### src/hdl/cpu_pkg.sv
`default_nettype none

package cpu_pkg;

    localparam int WORD_W     = 32;
    localparam int REG_ADDR_W = 5;
    localparam int PC_W       = 32;
    localparam int ALUSEL_W   = 3;

    // register and data word
    typedef logic [WORD_W-1:0] word_t;

    // register file index
    typedef logic [REG_ADDR_W-1:0] reg_addr_t;

    typedef logic [PC_W-1:0] pc_t;

    // which unit produced the result in EX
    typedef logic [ALUSEL_W-1:0] alusel_t;

    localparam alusel_t EXE_RES_NOP        = 3'b000;
    localparam alusel_t EXE_RES_LOGIC      = 3'b001;
    localparam alusel_t EXE_RES_SHIFT      = 3'b010;
    localparam alusel_t EXE_RES_ARITH      = 3'b100;
    localparam alusel_t EXE_RES_LOAD_STORE = 3'b111; // only code the mem stage acts on

    // x0, writes here are dropped
    localparam reg_addr_t NOP_REG_ADDR = 5'd0;

    localparam word_t ZERO_WORD = 32'h0000_0000;

endpackage

`default_nettype wire

### src/hdl/mem_wb_reg.sv
`timescale 1ns/1ps
`default_nettype none

module mem_wb_reg (
    input  wire                      clk,
    input  wire                      rst,
    input  wire                      hold_i,   // stage stalled
    input  wire cpu_pkg::reg_addr_t  rd_i,
    input  wire cpu_pkg::word_t      wdata_i,
    input  wire                      wreg_i,
    input  wire cpu_pkg::pc_t        pc_i,
    output cpu_pkg::reg_addr_t       rd_o,
    output cpu_pkg::word_t           wdata_o,
    output logic                     wreg_o,
    output cpu_pkg::pc_t             pc_o
);
    import cpu_pkg::*;

    always_ff @(posedge clk) begin
        if (rst) begin
            rd_o    <= NOP_REG_ADDR;
            wdata_o <= ZERO_WORD;
            wreg_o  <= 1'b0;
            pc_o    <= '0;
        end else if (hold_i) begin
            // bubble, pc left as is
            rd_o    <= NOP_REG_ADDR;
            wdata_o <= ZERO_WORD;
            wreg_o  <= 1'b0;
        end else begin
            rd_o    <= rd_i;
            wdata_o <= wdata_i;
            wreg_o  <= wreg_i;
            pc_o    <= pc_i;
        end
    end

endmodule

`default_nettype wire

### config.mk
export PLATFORM = sky130hd
export DESIGN_NAME = mem_wb_reg
export DESIGN_NICKNAME = d
export VERILOG_FILES = /design/src/hdl/cpu_pkg.sv /design/src/hdl/mem_wb_reg.sv
export SDC_FILE = /design/constraint.sdc
export NUM_CORES = 1
export LEC_CHECK = 0
export BUFFER_PORTS_ARGS = -buffer_cell sky130_fd_sc_hd__buf_2
export CAP_MARGIN = 10
export CORE_MARGIN = 2
export CORE_UTILIZATION = 44
export DETAILED_ROUTE_END_ITERATION = 6
export MAX_ROUTING_LAYER = met4
export PLACE_DENSITY = 0.83
export SKIP_CTS_REPAIR_TIMING = 1
export SYNTH_ARGS = -nofsm -noshare
export SYNTH_HDL_FRONTEND = slang
export SYNTH_SLANG_ARGS = --single-unit
export TNS_END_PERCENT = 50
### constraint.sdc
create_clock -name clk -period 1.2 [get_ports clk]
set_clock_uncertainty 0.1 [all_clocks]
set_input_delay 0.06 -clock clk [delete_from_list [all_inputs] [get_ports clk]]
set_output_delay 0.06 -clock clk [all_outputs]
set_load 0.02 [all_outputs]
* After elaboration in Yosys (flattened, before gate mapping)
Cells that the tools add are included.
** Operators by class
- Reduce and logical (&&, ||, !) cells :: 1
** Operator list (count)
- OR reduction 2 bit :: 1
** Storage, ports and cells
- Input port bits :: 73
- Output and inout port bits :: 70
- Logic and storage cells :: 5
- Register bits after elaboration :: 70

* Depth between registers and ports, before layout
- Depth in word-level cells :: 1
- Mapped depth :: 5
- Mapped depth without buffers :: 2

* Worst setup path after synthesis
Ideal clock, no wire load.
- Kind :: in2reg
- Start :: input port rst
- End :: register rd_o[0]
- Stages on the path :: 5
- Library setup time :: 0.115 ns
- Path buffers :: 3
- Arrival time :: 0.610 ns
- Path slack :: 0.376 ns
- Data required time :: 0.985 ns
- Cells stage by stage :: buf_2 > nor2_4 > buf_6 > buf_6 > and2_1
** On the way
- Longest elaborated chain between the ends :: 1
** Ends and longest elaborated chain
- start: declaration :: RTL line mem_wb_reg.sv:6 : input wire rst,
- OR reduction 2 bit (no line)
- end signal: assignment :: RTL line mem_wb_reg.sv:31 : rd_o <= rd_i;
- end: declaration :: RTL line mem_wb_reg.sv:12 : output cpu_pkg::reg_addr_t rd_o,
No other way between the ends.
A chain may end at the register's enable or synchronous reset.

* Worst setup path after layout
- Start :: input port rst
- End :: register wdata_o[14]
** On the way
- Longest elaborated chain between the ends :: 1
** Ends and longest elaborated chain
- OR reduction 2 bit (no line)
- end signal: assignment :: RTL line mem_wb_reg.sv:32 : wdata_o <= wdata_i;
- end: declaration :: RTL line mem_wb_reg.sv:13 : output cpu_pkg::word_t wdata_o,
No other way between the ends.

==> reports/metrics.csv <==
metric;value;unit
outcome;completed;
cts.reportedPaths.clkPinSlew;0.07;ns
max_cap_violations;0;
synth_top_family_by_area;simple AND/OR/NAND/NOR gates;
synthXorXnorAreaFrac;0;
required;1.32;ns
crit_arrival;1.26;ns
drc;0;
layout_commonest_cell;buf_2;
diodes;0;
ios;143;
synth-simple-area-share;0.168;
h-tree-depth;3;
via_count;2095;
grt_max_degree;39;
setup_tns;0;ns
grt_pass1_wl;6.64;mm
worstSkewPairLatency;0.32;ns
gp_congestion;0.695;
die_w;74.6;µm
crit_type;input port to flop;
fin_crit;1.14;ns
final_cell_mix;buf_2, dlygate4sd3_1, dfxtp_1;
ys_warn_count;0;
dr.first_iter.drc_count;56;
dpl.hpwl;3.41;mm
slew_violations;0;
synth_cell_types;9;
tightest_slew;0.238;ns
coreArea;4750;µm²
grt_pass1_vias;1619;
synth-compound-area-share;0;
multi_input_area;689;µm²
ant_nets;0;
crit_fanout;38;
fin_hold_ws;0.181;ns
worst_setup_path_end_kind;flop;
fp.dieArea;5560;µm²
ys_ff_latch;70;
clock.fmax;879;MHz
grt.total_usage;0.168;
firstDrtPassIters;4;
rsz0062_at_grt;false;
synth_fa_ha_area_frac;0;
muxShareOfSynthArea;0.146;
finalCritPeriodShare;0.948;
cts_buffer_depth;2;
row_count;25;
grt-ovfl-total;0;
synth_nets;258;
die_h;74.6;µm
fin_cells;473;
numCtsBuffers;9;
slew_headroom;0.841;
cp-start-kind;input port;
cts_root_buf;clkbuf_8;
antenna_found_initial;0;
p_per_area;1360;nW/µm²
viasPerCell;4.43;
initial_core_util;0.461;
cts.sinks;70;
setup_viol;0;
fill_cells;260;
hold_viol_final;0;
syn_inst;185;
avgSynthCellArea;11.8;µm²
numPortBuffers;142;
wire_per_inst;13.8;µm
routed_wl;6.55;mm
drive_gt1_frac;0.401;
synth_seq_area_share;0.640;
area_delta_synth_final;76.6;%
nNetsFinal;474;
syn_area;2190;µm²
seq_area;1400;µm²
cts_tree;done;
hold_class;input port to flop;
p_leak;2.02;nW
ir_drop;0.850;mV
dp_cells;386;
==> synth_stat cells <==
cell type / n / area (µm²)
buf_6: 7 / 78.8
clkbuf_1: 3 / 11.3
dfxtp_1: 70 / 1400
mux2i_1: 32 / 320
nor2_4: 1 / 11.3
and2_1: 38 / 238
buf_2: 1 / 5.00
nor2_1: 32 / 120
clkbuf_2: 1 / 5.00
==> cells by family (layout without fill, tap and decap cells) <==
family,after synthesis,count (layout)
simple gates,71,71
flops,70,70
mux,32,32
buf+inv,12,233
==> per-layer routing <==
metal	routed length, µm	global-route usage	vias to the layer above
met5	0	-	-
met4	120	0.107	0
met3	519	0.0583	13
met2	3170	0.271	108
met1	2740	0.173	960
li1	-	-	1014
==> path summary, 6_finish.rpt <==
kind                               start           to  slack (ns)  cells past startpoint
worst min register to register  pc_o[24]     pc_o[24]        0.39                      2
worst max register to register  pc_o[18]     pc_o[18]        0.44                      2
worst min-delay path              hold_i      pc_o[4]        0.18                      4
worst max-delay path                 rst  wdata_o[14]        0.06                      5
==> state kept, by name, indices dropped and copies added (netlist names) <==
name and flops:
pc_o 32, wreg_o 1, rd_o 5, wdata_o 32
==> cell type report <==
type / instances / area share
repair buffers: 217 / 0.382
flip-flops and latches: 70 / 0.362
clock buffers: 13 / 0.0462
well taps: 67 / 0.0217
clock inverters: 3 / 0.0103
multi-input cells: 103 / 0.178
==> power by group <==
part	internal (mW)	total, mW	leakage, nW	switching (mW)
clock	1.18	1.99	0.115	0.812
combinational	0.412	0.784	1.33	0.372
sequential	2.44	2.48	0.576	0.0434
==> worst max-delay path: stages <==
cell           delay, ns
dlygate4sd3_1       0.53
buf_2               0.25
nor2_4              0.06
buf_12              0.16
and2_1              0.17
==> metrics by stage <==
stage	util	instance area (µm²)	power [mW]	setup slack (ns)
final	0.814	3870	5.26	0.0627
after global routing	0.814	3870	5.46	0.0131
after CTS	0.664	3160	5.09	0.182
after detailed placement	0.618	2940	3.11	0.233
after global placement	0.618	2940	3.10	0.286
after floorplan	-	2190	2.87	0.376
(Power assumes the default switching activity.)
