File: src/hdl/cpu_pkg.sv
`default_nettype none

package cpu_pkg;

    localparam int WORD_W     = 32;
    localparam int REG_ADDR_W = 5;
    localparam int PC_W       = 32;
    localparam int ALUSEL_W   = 3;

    // register and data word
    typedef logic [WORD_W-1:0] word_t;

    // register file index
    typedef logic [REG_ADDR_W-1:0] reg_addr_t;

    typedef logic [PC_W-1:0] pc_t;

    // which unit produced the result in EX
    typedef logic [ALUSEL_W-1:0] alusel_t;

    localparam alusel_t EXE_RES_NOP        = 3'b000;
    localparam alusel_t EXE_RES_LOGIC      = 3'b001;
    localparam alusel_t EXE_RES_SHIFT      = 3'b010;
    localparam alusel_t EXE_RES_ARITH      = 3'b100;
    localparam alusel_t EXE_RES_LOAD_STORE = 3'b111; // only code the mem stage acts on

    // x0, writes here are dropped
    localparam reg_addr_t NOP_REG_ADDR = 5'd0;

    localparam word_t ZERO_WORD = 32'h0000_0000;

endpackage

`default_nettype wire

File: src/hdl/mem_pkg.sv
`default_nettype none

package mem_pkg;

    localparam int MEM_ADDR_W = 32;

    typedef logic [MEM_ADDR_W-1:0] mem_addr_t; // byte address
    typedef logic [7:0]            mem_byte_t;
    typedef logic [1:0]            mem_sel_t;
    typedef logic [2:0]            byte_cnt_t; // 0..4 bytes

    localparam mem_sel_t MEM_NOP  = 2'b00;
    localparam mem_sel_t MEM_BYTE = 2'b01;
    localparam mem_sel_t MEM_HALF = 2'b10;
    localparam mem_sel_t MEM_WORD = 2'b11;

    typedef enum logic [2:0] {
        IDLE,
        STORE,
        LOAD_ADDR,
        LOAD_DATA,
        DONE
    } access_state_t;

    // bytes moved for one access
    function automatic byte_cnt_t sel_bytes(input mem_sel_t sel);
        byte_cnt_t n;
        case (sel)
            MEM_BYTE: n = 3'd1;
            MEM_HALF: n = 3'd2;
            MEM_WORD: n = 3'd4;
            default:  n = 3'd0;
        endcase
        return n;
    endfunction

endpackage

`default_nettype wire

File: src/hdl/mem_access.sv
`timescale 1ns/1ps
`default_nettype none

module mem_access (
    input  wire                      clk,
    input  wire                      rst,
    // held EX/MEM fields
    input  wire cpu_pkg::reg_addr_t  rd_i,
    input  wire cpu_pkg::word_t      wdata_i,
    input  wire                      wreg_i,
    input  wire cpu_pkg::pc_t        pc_i,
    input  wire cpu_pkg::word_t      reg2_i,      // store data
    input  wire mem_pkg::mem_addr_t  mem_addr_i,
    input  wire cpu_pkg::alusel_t    alusel_i,
    input  wire mem_pkg::mem_sel_t   mem_sel_i,
    input  wire                      mem_we_i,
    input  wire                      load_sign_i,
    // byte RAM
    input  wire mem_pkg::mem_byte_t  ram_rbyte_i,
    output mem_pkg::mem_addr_t       ram_addr_o,
    output logic                     ram_we_o,
    output mem_pkg::mem_byte_t       ram_wbyte_o,
    // pipeline
    output logic                     stall_o,
    output cpu_pkg::reg_addr_t       rd_o,
    output cpu_pkg::word_t           wdata_o,
    output logic                     wreg_o,
    output cpu_pkg::pc_t             pc_o
);
    import cpu_pkg::*;
    import mem_pkg::*;

    access_state_t state;
    byte_cnt_t     cnt;        // bytes whose address has been issued
    byte_cnt_t     nbytes;
    word_t         load_word;
    word_t         load_ext;
    logic          is_mem;
    logic          is_load;
    logic          capture;
    logic [1:0]    cap_idx;
    logic [1:0]    wr_idx;

    assign nbytes  = sel_bytes(mem_sel_i);
    assign is_mem  = (alusel_i == EXE_RES_LOAD_STORE) && (mem_sel_i != MEM_NOP);
    assign is_load = is_mem && !mem_we_i;

    // DONE drops the stall so the driver moves on
    assign stall_o = is_mem && (state != DONE);

    // read data trails its address by one cycle
    assign capture = ((state == LOAD_ADDR) && (cnt > 3'd1)) || (state == LOAD_DATA);
    assign cap_idx = (state == LOAD_DATA) ? 2'(nbytes - 3'd1) : 2'(cnt - 3'd2);
    assign wr_idx  = cnt[1:0];

    always_ff @(posedge clk) begin
        if (rst) begin
            state      <= IDLE;
            cnt        <= '0;
            ram_we_o   <= 1'b0;
            ram_addr_o <= '0;
        end else begin
            case (state)
                IDLE: begin
                    if (is_mem) begin
                        ram_addr_o <= mem_addr_i; // first byte at base
                        ram_we_o   <= mem_we_i;
                        cnt        <= 3'd1;
                        state      <= mem_we_i ? STORE : LOAD_ADDR;
                    end
                end
                STORE: begin
                    if (cnt == nbytes) begin
                        ram_we_o <= 1'b0;
                        state    <= DONE;
                    end else begin
                        ram_addr_o <= mem_addr_i + mem_addr_t'(cnt);
                        cnt        <= cnt + 3'd1;
                    end
                end
                LOAD_ADDR: begin
                    if (cnt == nbytes) begin
                        state <= LOAD_DATA; // last byte still in flight
                    end else begin
                        ram_addr_o <= mem_addr_i + mem_addr_t'(cnt);
                        cnt        <= cnt + 3'd1;
                    end
                end
                LOAD_DATA: begin
                    state <= DONE;
                end
                DONE: begin
                    state <= IDLE; // pipeline advances on this edge
                    cnt   <= '0;
                end
                default: begin
                    state <= IDLE;
                end
            endcase
        end
    end

    // store byte follows the address register
    always_ff @(posedge clk) begin
        if (state == IDLE) begin
            ram_wbyte_o <= reg2_i[7:0];
        end else if (state == STORE) begin
            ram_wbyte_o <= reg2_i[8*wr_idx +: 8];
        end
    end

    // load assembly, little endian
    always_ff @(posedge clk) begin
        if (capture) begin
            load_word[8*cap_idx +: 8] <= ram_rbyte_i;
        end
    end

    always_comb begin
        case (mem_sel_i)
            MEM_BYTE: begin
                if (load_sign_i) begin
                    load_ext = {{24{load_word[7]}}, load_word[7:0]};
                end else begin
                    load_ext = {24'h00_0000, load_word[7:0]};
                end
            end
            MEM_HALF: begin
                if (load_sign_i) begin
                    load_ext = {{16{load_word[15]}}, load_word[15:0]};
                end else begin
                    load_ext = {16'h0000, load_word[15:0]};
                end
            end
            default: load_ext = load_word;
        endcase
    end

    assign wdata_o = is_load ? load_ext : wdata_i;
    assign rd_o    = rd_i;
    assign wreg_o  = wreg_i;
    assign pc_o    = pc_i;

    // write strobe belongs to the store walk only
    a_we_in_store: assert property (
        @(posedge clk) disable iff (rst)
        ram_we_o |-> (state == STORE)
    );

    // word load is the longest access at 6 cycles
    a_stall_bound: assert property (
        @(posedge clk) disable iff (rst)
        not (stall_o [*7])
    );

    // upstream must hold the instruction while stalled
    a_sel_held: assert property (
        @(posedge clk) disable iff (rst)
        stall_o |=> $stable(mem_sel_i)
    );

endmodule

`default_nettype wire

File: config.mk
export PLATFORM = sky130hd
export DESIGN_NAME = mem_access
export DESIGN_NICKNAME = d
export VERILOG_FILES = /design/src/hdl/cpu_pkg.sv /design/src/hdl/mem_pkg.sv /design/src/hdl/mem_access.sv
export SDC_FILE = /design/constraint.sdc
export NUM_CORES = 1
export LEC_CHECK = 0
export BUFFER_PORTS_ARGS = -buffer_cell sky130_fd_sc_hd__clkbuf_2
export CORE_UTILIZATION = 46
export DETAILED_ROUTE_END_ITERATION = 12
export PLACE_DENSITY = 0.81
export SLEW_MARGIN = 20
export SYNTH_ARGS = -nofsm -noshare
export SYNTH_HDL_FRONTEND = slang
export SYNTH_SLANG_ARGS = --single-unit
File: constraint.sdc
create_clock -name clk -period 3.25 [get_ports clk]
set_input_delay 0.325 -clock clk [delete_from_list [all_inputs] [get_ports clk]]
set_output_delay 0.325 -clock clk [all_outputs]
set_load 0.1 [all_outputs]
== Word-level counts from Yosys, hierarchy flattened ==
Index checks and enable logic that the tools add are counted.

* Shift-type cells: 3
* Multiplexer cells: 23
* Bitwise operators: 0
* Multiply operators: 0
* Reductions and logical operators: 16
* Divide/modulo/power cells: 0
* Order comparisons: 1
* Equal/unequal tests: 14
* Add/subtract/negate cells: 5

{| class="wikitable"
|+ Operators with widths
! kind !! count
|-
| $mux 32 || 5
|-
| $pmux 32 s2 || 2
|-
| $neg 5->34 || 1
|-
| $shift 8x34->32 const A || 1
|-
| $shiftx 8x34->32 || 1
|-
| $add 32x3->32 || 1
|-
| $bwmux 32 || 1
|-
| $shiftx 32x6->8 || 1
|-
| $pmux 3 s3 || 2
|-
| $mux 8 || 2
|-
| $mux 3 || 5
|-
| $pmux 3 s4 || 1
|-
| $reduce_and 3->1 || 4
|-
| $eq 3x2->1 const B || 2
|-
| $eq 3x3->1 const B || 2
|-
| $ne 2x2->1 const B || 3
|-
| $reduce_bool 2->1 || 3
|-
| $eq 2x2->1 const B || 2
|-
| $logic_and 1x1->1 || 4
|-
| $mux 2 || 2
|-
| $add 3x1->3 const B || 1
|-
| $eq 3x1->1 const B || 1
|-
| $eq 3x3->1 || 1
|-
| $gt 3x1->1 const B || 1
|-
| other kinds (12) || 13
|}

* Memory bits (writable): 0
* Word-level logic and storage cells: 68
* Output and inout port bits: 112
* Latch bits: 0
* Memories: 0
* Memory bits (read-only): 0
* Register bits after elaboration: 79

== Depth between registers and ports, before layout ==
* Word-level depth: 7
* Depth in mapped cells: 9
* Depth with buffers taken out: 9

== Worst setup path after synthesis ==
Ideal clock, no wire load.

* Kind: input to output
* Start point: in mem_sel_i[0]
* End point: out wdata_o[27]
* Buffers on the path: 2
* Stages: 8
* Arrival time: 3.119 ns
* Setup slack: -0.194 ns
* Path through: inv_1 -> ha_1 -> nand4b_1 -> nor2_1 -> clkbuf_1 -> clkbuf_1 -> nor2_1 -> a21oi_1

* Cells in the longest elaborated chain, start to end: 4
* Elaborated cells on any way between the ends: 7

{| class="wikitable"
|+ RTL lines
! element !! RTL line !! RTL
|-
| start, declared || mem_access.sv:15 || <nowiki>input wire mem_pkg::mem_sel_t mem_sel_i,</nowiki>
|-
| parallel branches: the longest is 3 deep, another holds $pmux 32 s2 || - ||
|-
| $mux 32 * || mem_access.sv:139 || <nowiki>assign wdata_o = is_load ? load_ext : wdata_i;</nowiki>
|-
| end, declared || mem_access.sv:26 || <nowiki>output cpu_pkg::word_t wdata_o,</nowiki>
|}

Every way passes the cells marked *.

== Worst setup path after layout ==
* Start point: in mem_sel_i[0]
* End point: out wdata_o[11]

The elaborated chain is that of the path after synthesis.

==> metrics.cfg <==
[outcome]
status = finished, final reports clean

[layout]
final_area_mm2 = 0.006137
layout.nets = 867
antenna_cells = 0
syn2layout_area_growth_pct = 23.40
drive_above_1_share = 0.3423
fin_util = 0.5892

[sta]
slew_viol_final = 0
final.setup.tns_ps = 0
max_freq_mhz = 346.4
post-route-period-util = 0.8883
finalCriticalPeriod_ps = 2887
fin_ws_ps = 362.9
hold_viol_final = 0
final.setup_skew_ps = 11.99
tightest_slew_ps = 980.5
finalSetupViolations = 0
rsz0062_at_grt = no
slew_headroom = 0.3413

[clock_tree]
clk_latency_ps = 360
clock-root-buffer = clkbuf_8
numClockSinks = 79
post_cts_buffers = 0
ctsHoldBuffers = 0
cts_tree = done
clkSlewWorstSetupHoldPaths_ps = 80
h-tree-depth = 3
clk_path_buf_depth = 2
cts-buffers-inserted = 9
cts_resized = 0

[logic_synthesis]
ys_warn_count = 0
syn_inst = 562
synthTopCellsByArea = edfxtp_1, dfxtp_1, a21oi_1, buf_4, nor2_1
ys_top_cells_by_count = nor2_1, a21oi_1, edfxtp_1
synth_edf_count = 40
yosysMostFrequentCell = nor2_1
seq_area_frac_synth = 0.3985
synth_top_flop_cell = edfxtp_1
synthesis.nets = 727
synth_top_area_share = 0.2415
netlist_area_mm2 = 0.004974
ys_async_sr_fraction = 0
ys_types = 55
synth_seq_cells = 79
postSynthAreaPerCell_um2 = 8.850
yosys.area.top_type = edfxtp_1

[floorplanning]
dieArea_mm2 = 0.01123
die_x_um = 106.0
io_pins = 263
row_count = 37
die_h_um = 106.0
core_region_area_mm2 = 0.01042
initial_core_util = 0.4775

[setup_path]
crit_arrival_ps = 2560
crit_required_ps = 2920
reg2reg_setup_slack_ps = 710
end_kind = primary output
path_max_fanout = 49
path_class = in -> out
critPathLaunchType = input pin

[routing]
drc_errors = 0
wire_per_inst_um = 16.51
via_per_inst = 5.604
drtIter0Drc = 331
vias = 4724
ant_nets = 0
routed_wl_mm = 13.92
first_pass_iters = 5

[global_route]
grt_overflow = 0
grt_pass1_wl_mm = 22.14
antenna_found_initial = 0
grt_usage = 0.2493
grt_pass1_vias = 4556
grt_max_degree = 50

[placement]
place_area_mm2 = 0.005948
io_buffers = 186
dp_slack_ps = 382.7
gp_congestion = 0.8735
post-dp-hpwl_mm = 10.72

[pwr]
p_per_area_mw_per_mm2 = 513.2
vdd_ir_drop_max_uv = 336.8
leakagePower_nw = 2.629
total_power_mw = 3.150

[flow_run]
drv_cap = 0

[min_path]
hold_class = in -> reg

[cell type report]
class                   instances  area (µm²)
clock buffers                  11       131.4
clock inverters                 5       57.56
fillers                       874        4279
inverters                       9       33.78
multi-input cells             403        2569
flip-flops and latches         79        1982
well taps                     136       170.2
repair buffers                200        1194
[logic make-up after synthesis]
kind of cell,Yosys count,share of synthesized area
AOI/OAI and AO/OA,137,0.1751
xor gates and xnor gates,26,0.04579
adders and majority gates,14,0.03673
buffers and inverters,80,0.09107
DFF,79,0.3985
muxes,16,0.03623
and+or+nand+nor,210,0.2166
[routing by layer]
layer,global-route usage,wire length [µm],share of wire,vias up
li1,-,-,-,2265
met1,0.2894,5443,0.39,2146
met2,0.4328,6798,0.49,265
met3,0.06131,1292,0.093,48
met4,0.1131,386,0.028,0
met5,0,0,0,-
[sequential cells by signal, indices dropped and copies added (netlist names)]
register	count
state	3
ram_we_o	1
cnt	3
ram_wbyte_o	8
ram_addr_o	32
load_word	32
[metrics by stage]
step / hold slack, ps / instances
2_1_floorplan: 478.2 / 562
6_report: 241.4 / 843
5_1_grt: 240.7 / 843
3_5_place_dp: 465.9 / 827
4_1_cts: 234.3 / 843
3_3_place_gp: 459.8 / 827
[cells in the final DEF (no fill, tap or decap), types with 23 or more instances in the layout]
| cell type | netlist | final |
|---|---|---|
| dfxtp_1 | 39 | 39 |
| nand2_1 | 35 | 35 |
| a211oi_1 | 25 | 25 |
| xor2_1 | 23 | 23 |
| and2_1 | 37 | 37 |
| clkbuf_2 | 0 | 178 |
| a21oi_1 | 59 | 55 |
| nor2_1 | 68 | 67 |
| edfxtp_1 | 40 | 40 |
[power by group]
group,switching [mW],internal (mW),leakage (nW)
sequential,0.0394,1.12,0.722
clock,0.371,0.357,0.0977
combinational,0.979,0.283,1.81
total,1.39,1.76,2.63
[critical path: stages]
cell and delay (ps):
clkbuf_2 110, inv_1 80, ha_1 210, nand4b_1 290
nor2_4 170, buf_12 230, inv_1 90, a41oi_1 570
a21oi_1 240, buf_12 240
[final timing paths]
path                               from                          end  cells after the start
max                        mem_sel_i[0]                  wdata_o[11]                     10
min                      mem_addr_i[31]  ram_addr_o[31]$_SDFFE_PP0P_                      3
max reg2reg       state[2]$_SDFFE_PP0P_   ram_addr_o[6]$_SDFFE_PP0P_                      6
min reg2reg  ram_addr_o[2]$_SDFFE_PP0P_   ram_addr_o[2]$_SDFFE_PP0P_                      2
No activity file was read; power rests on OpenSTA's default activity.
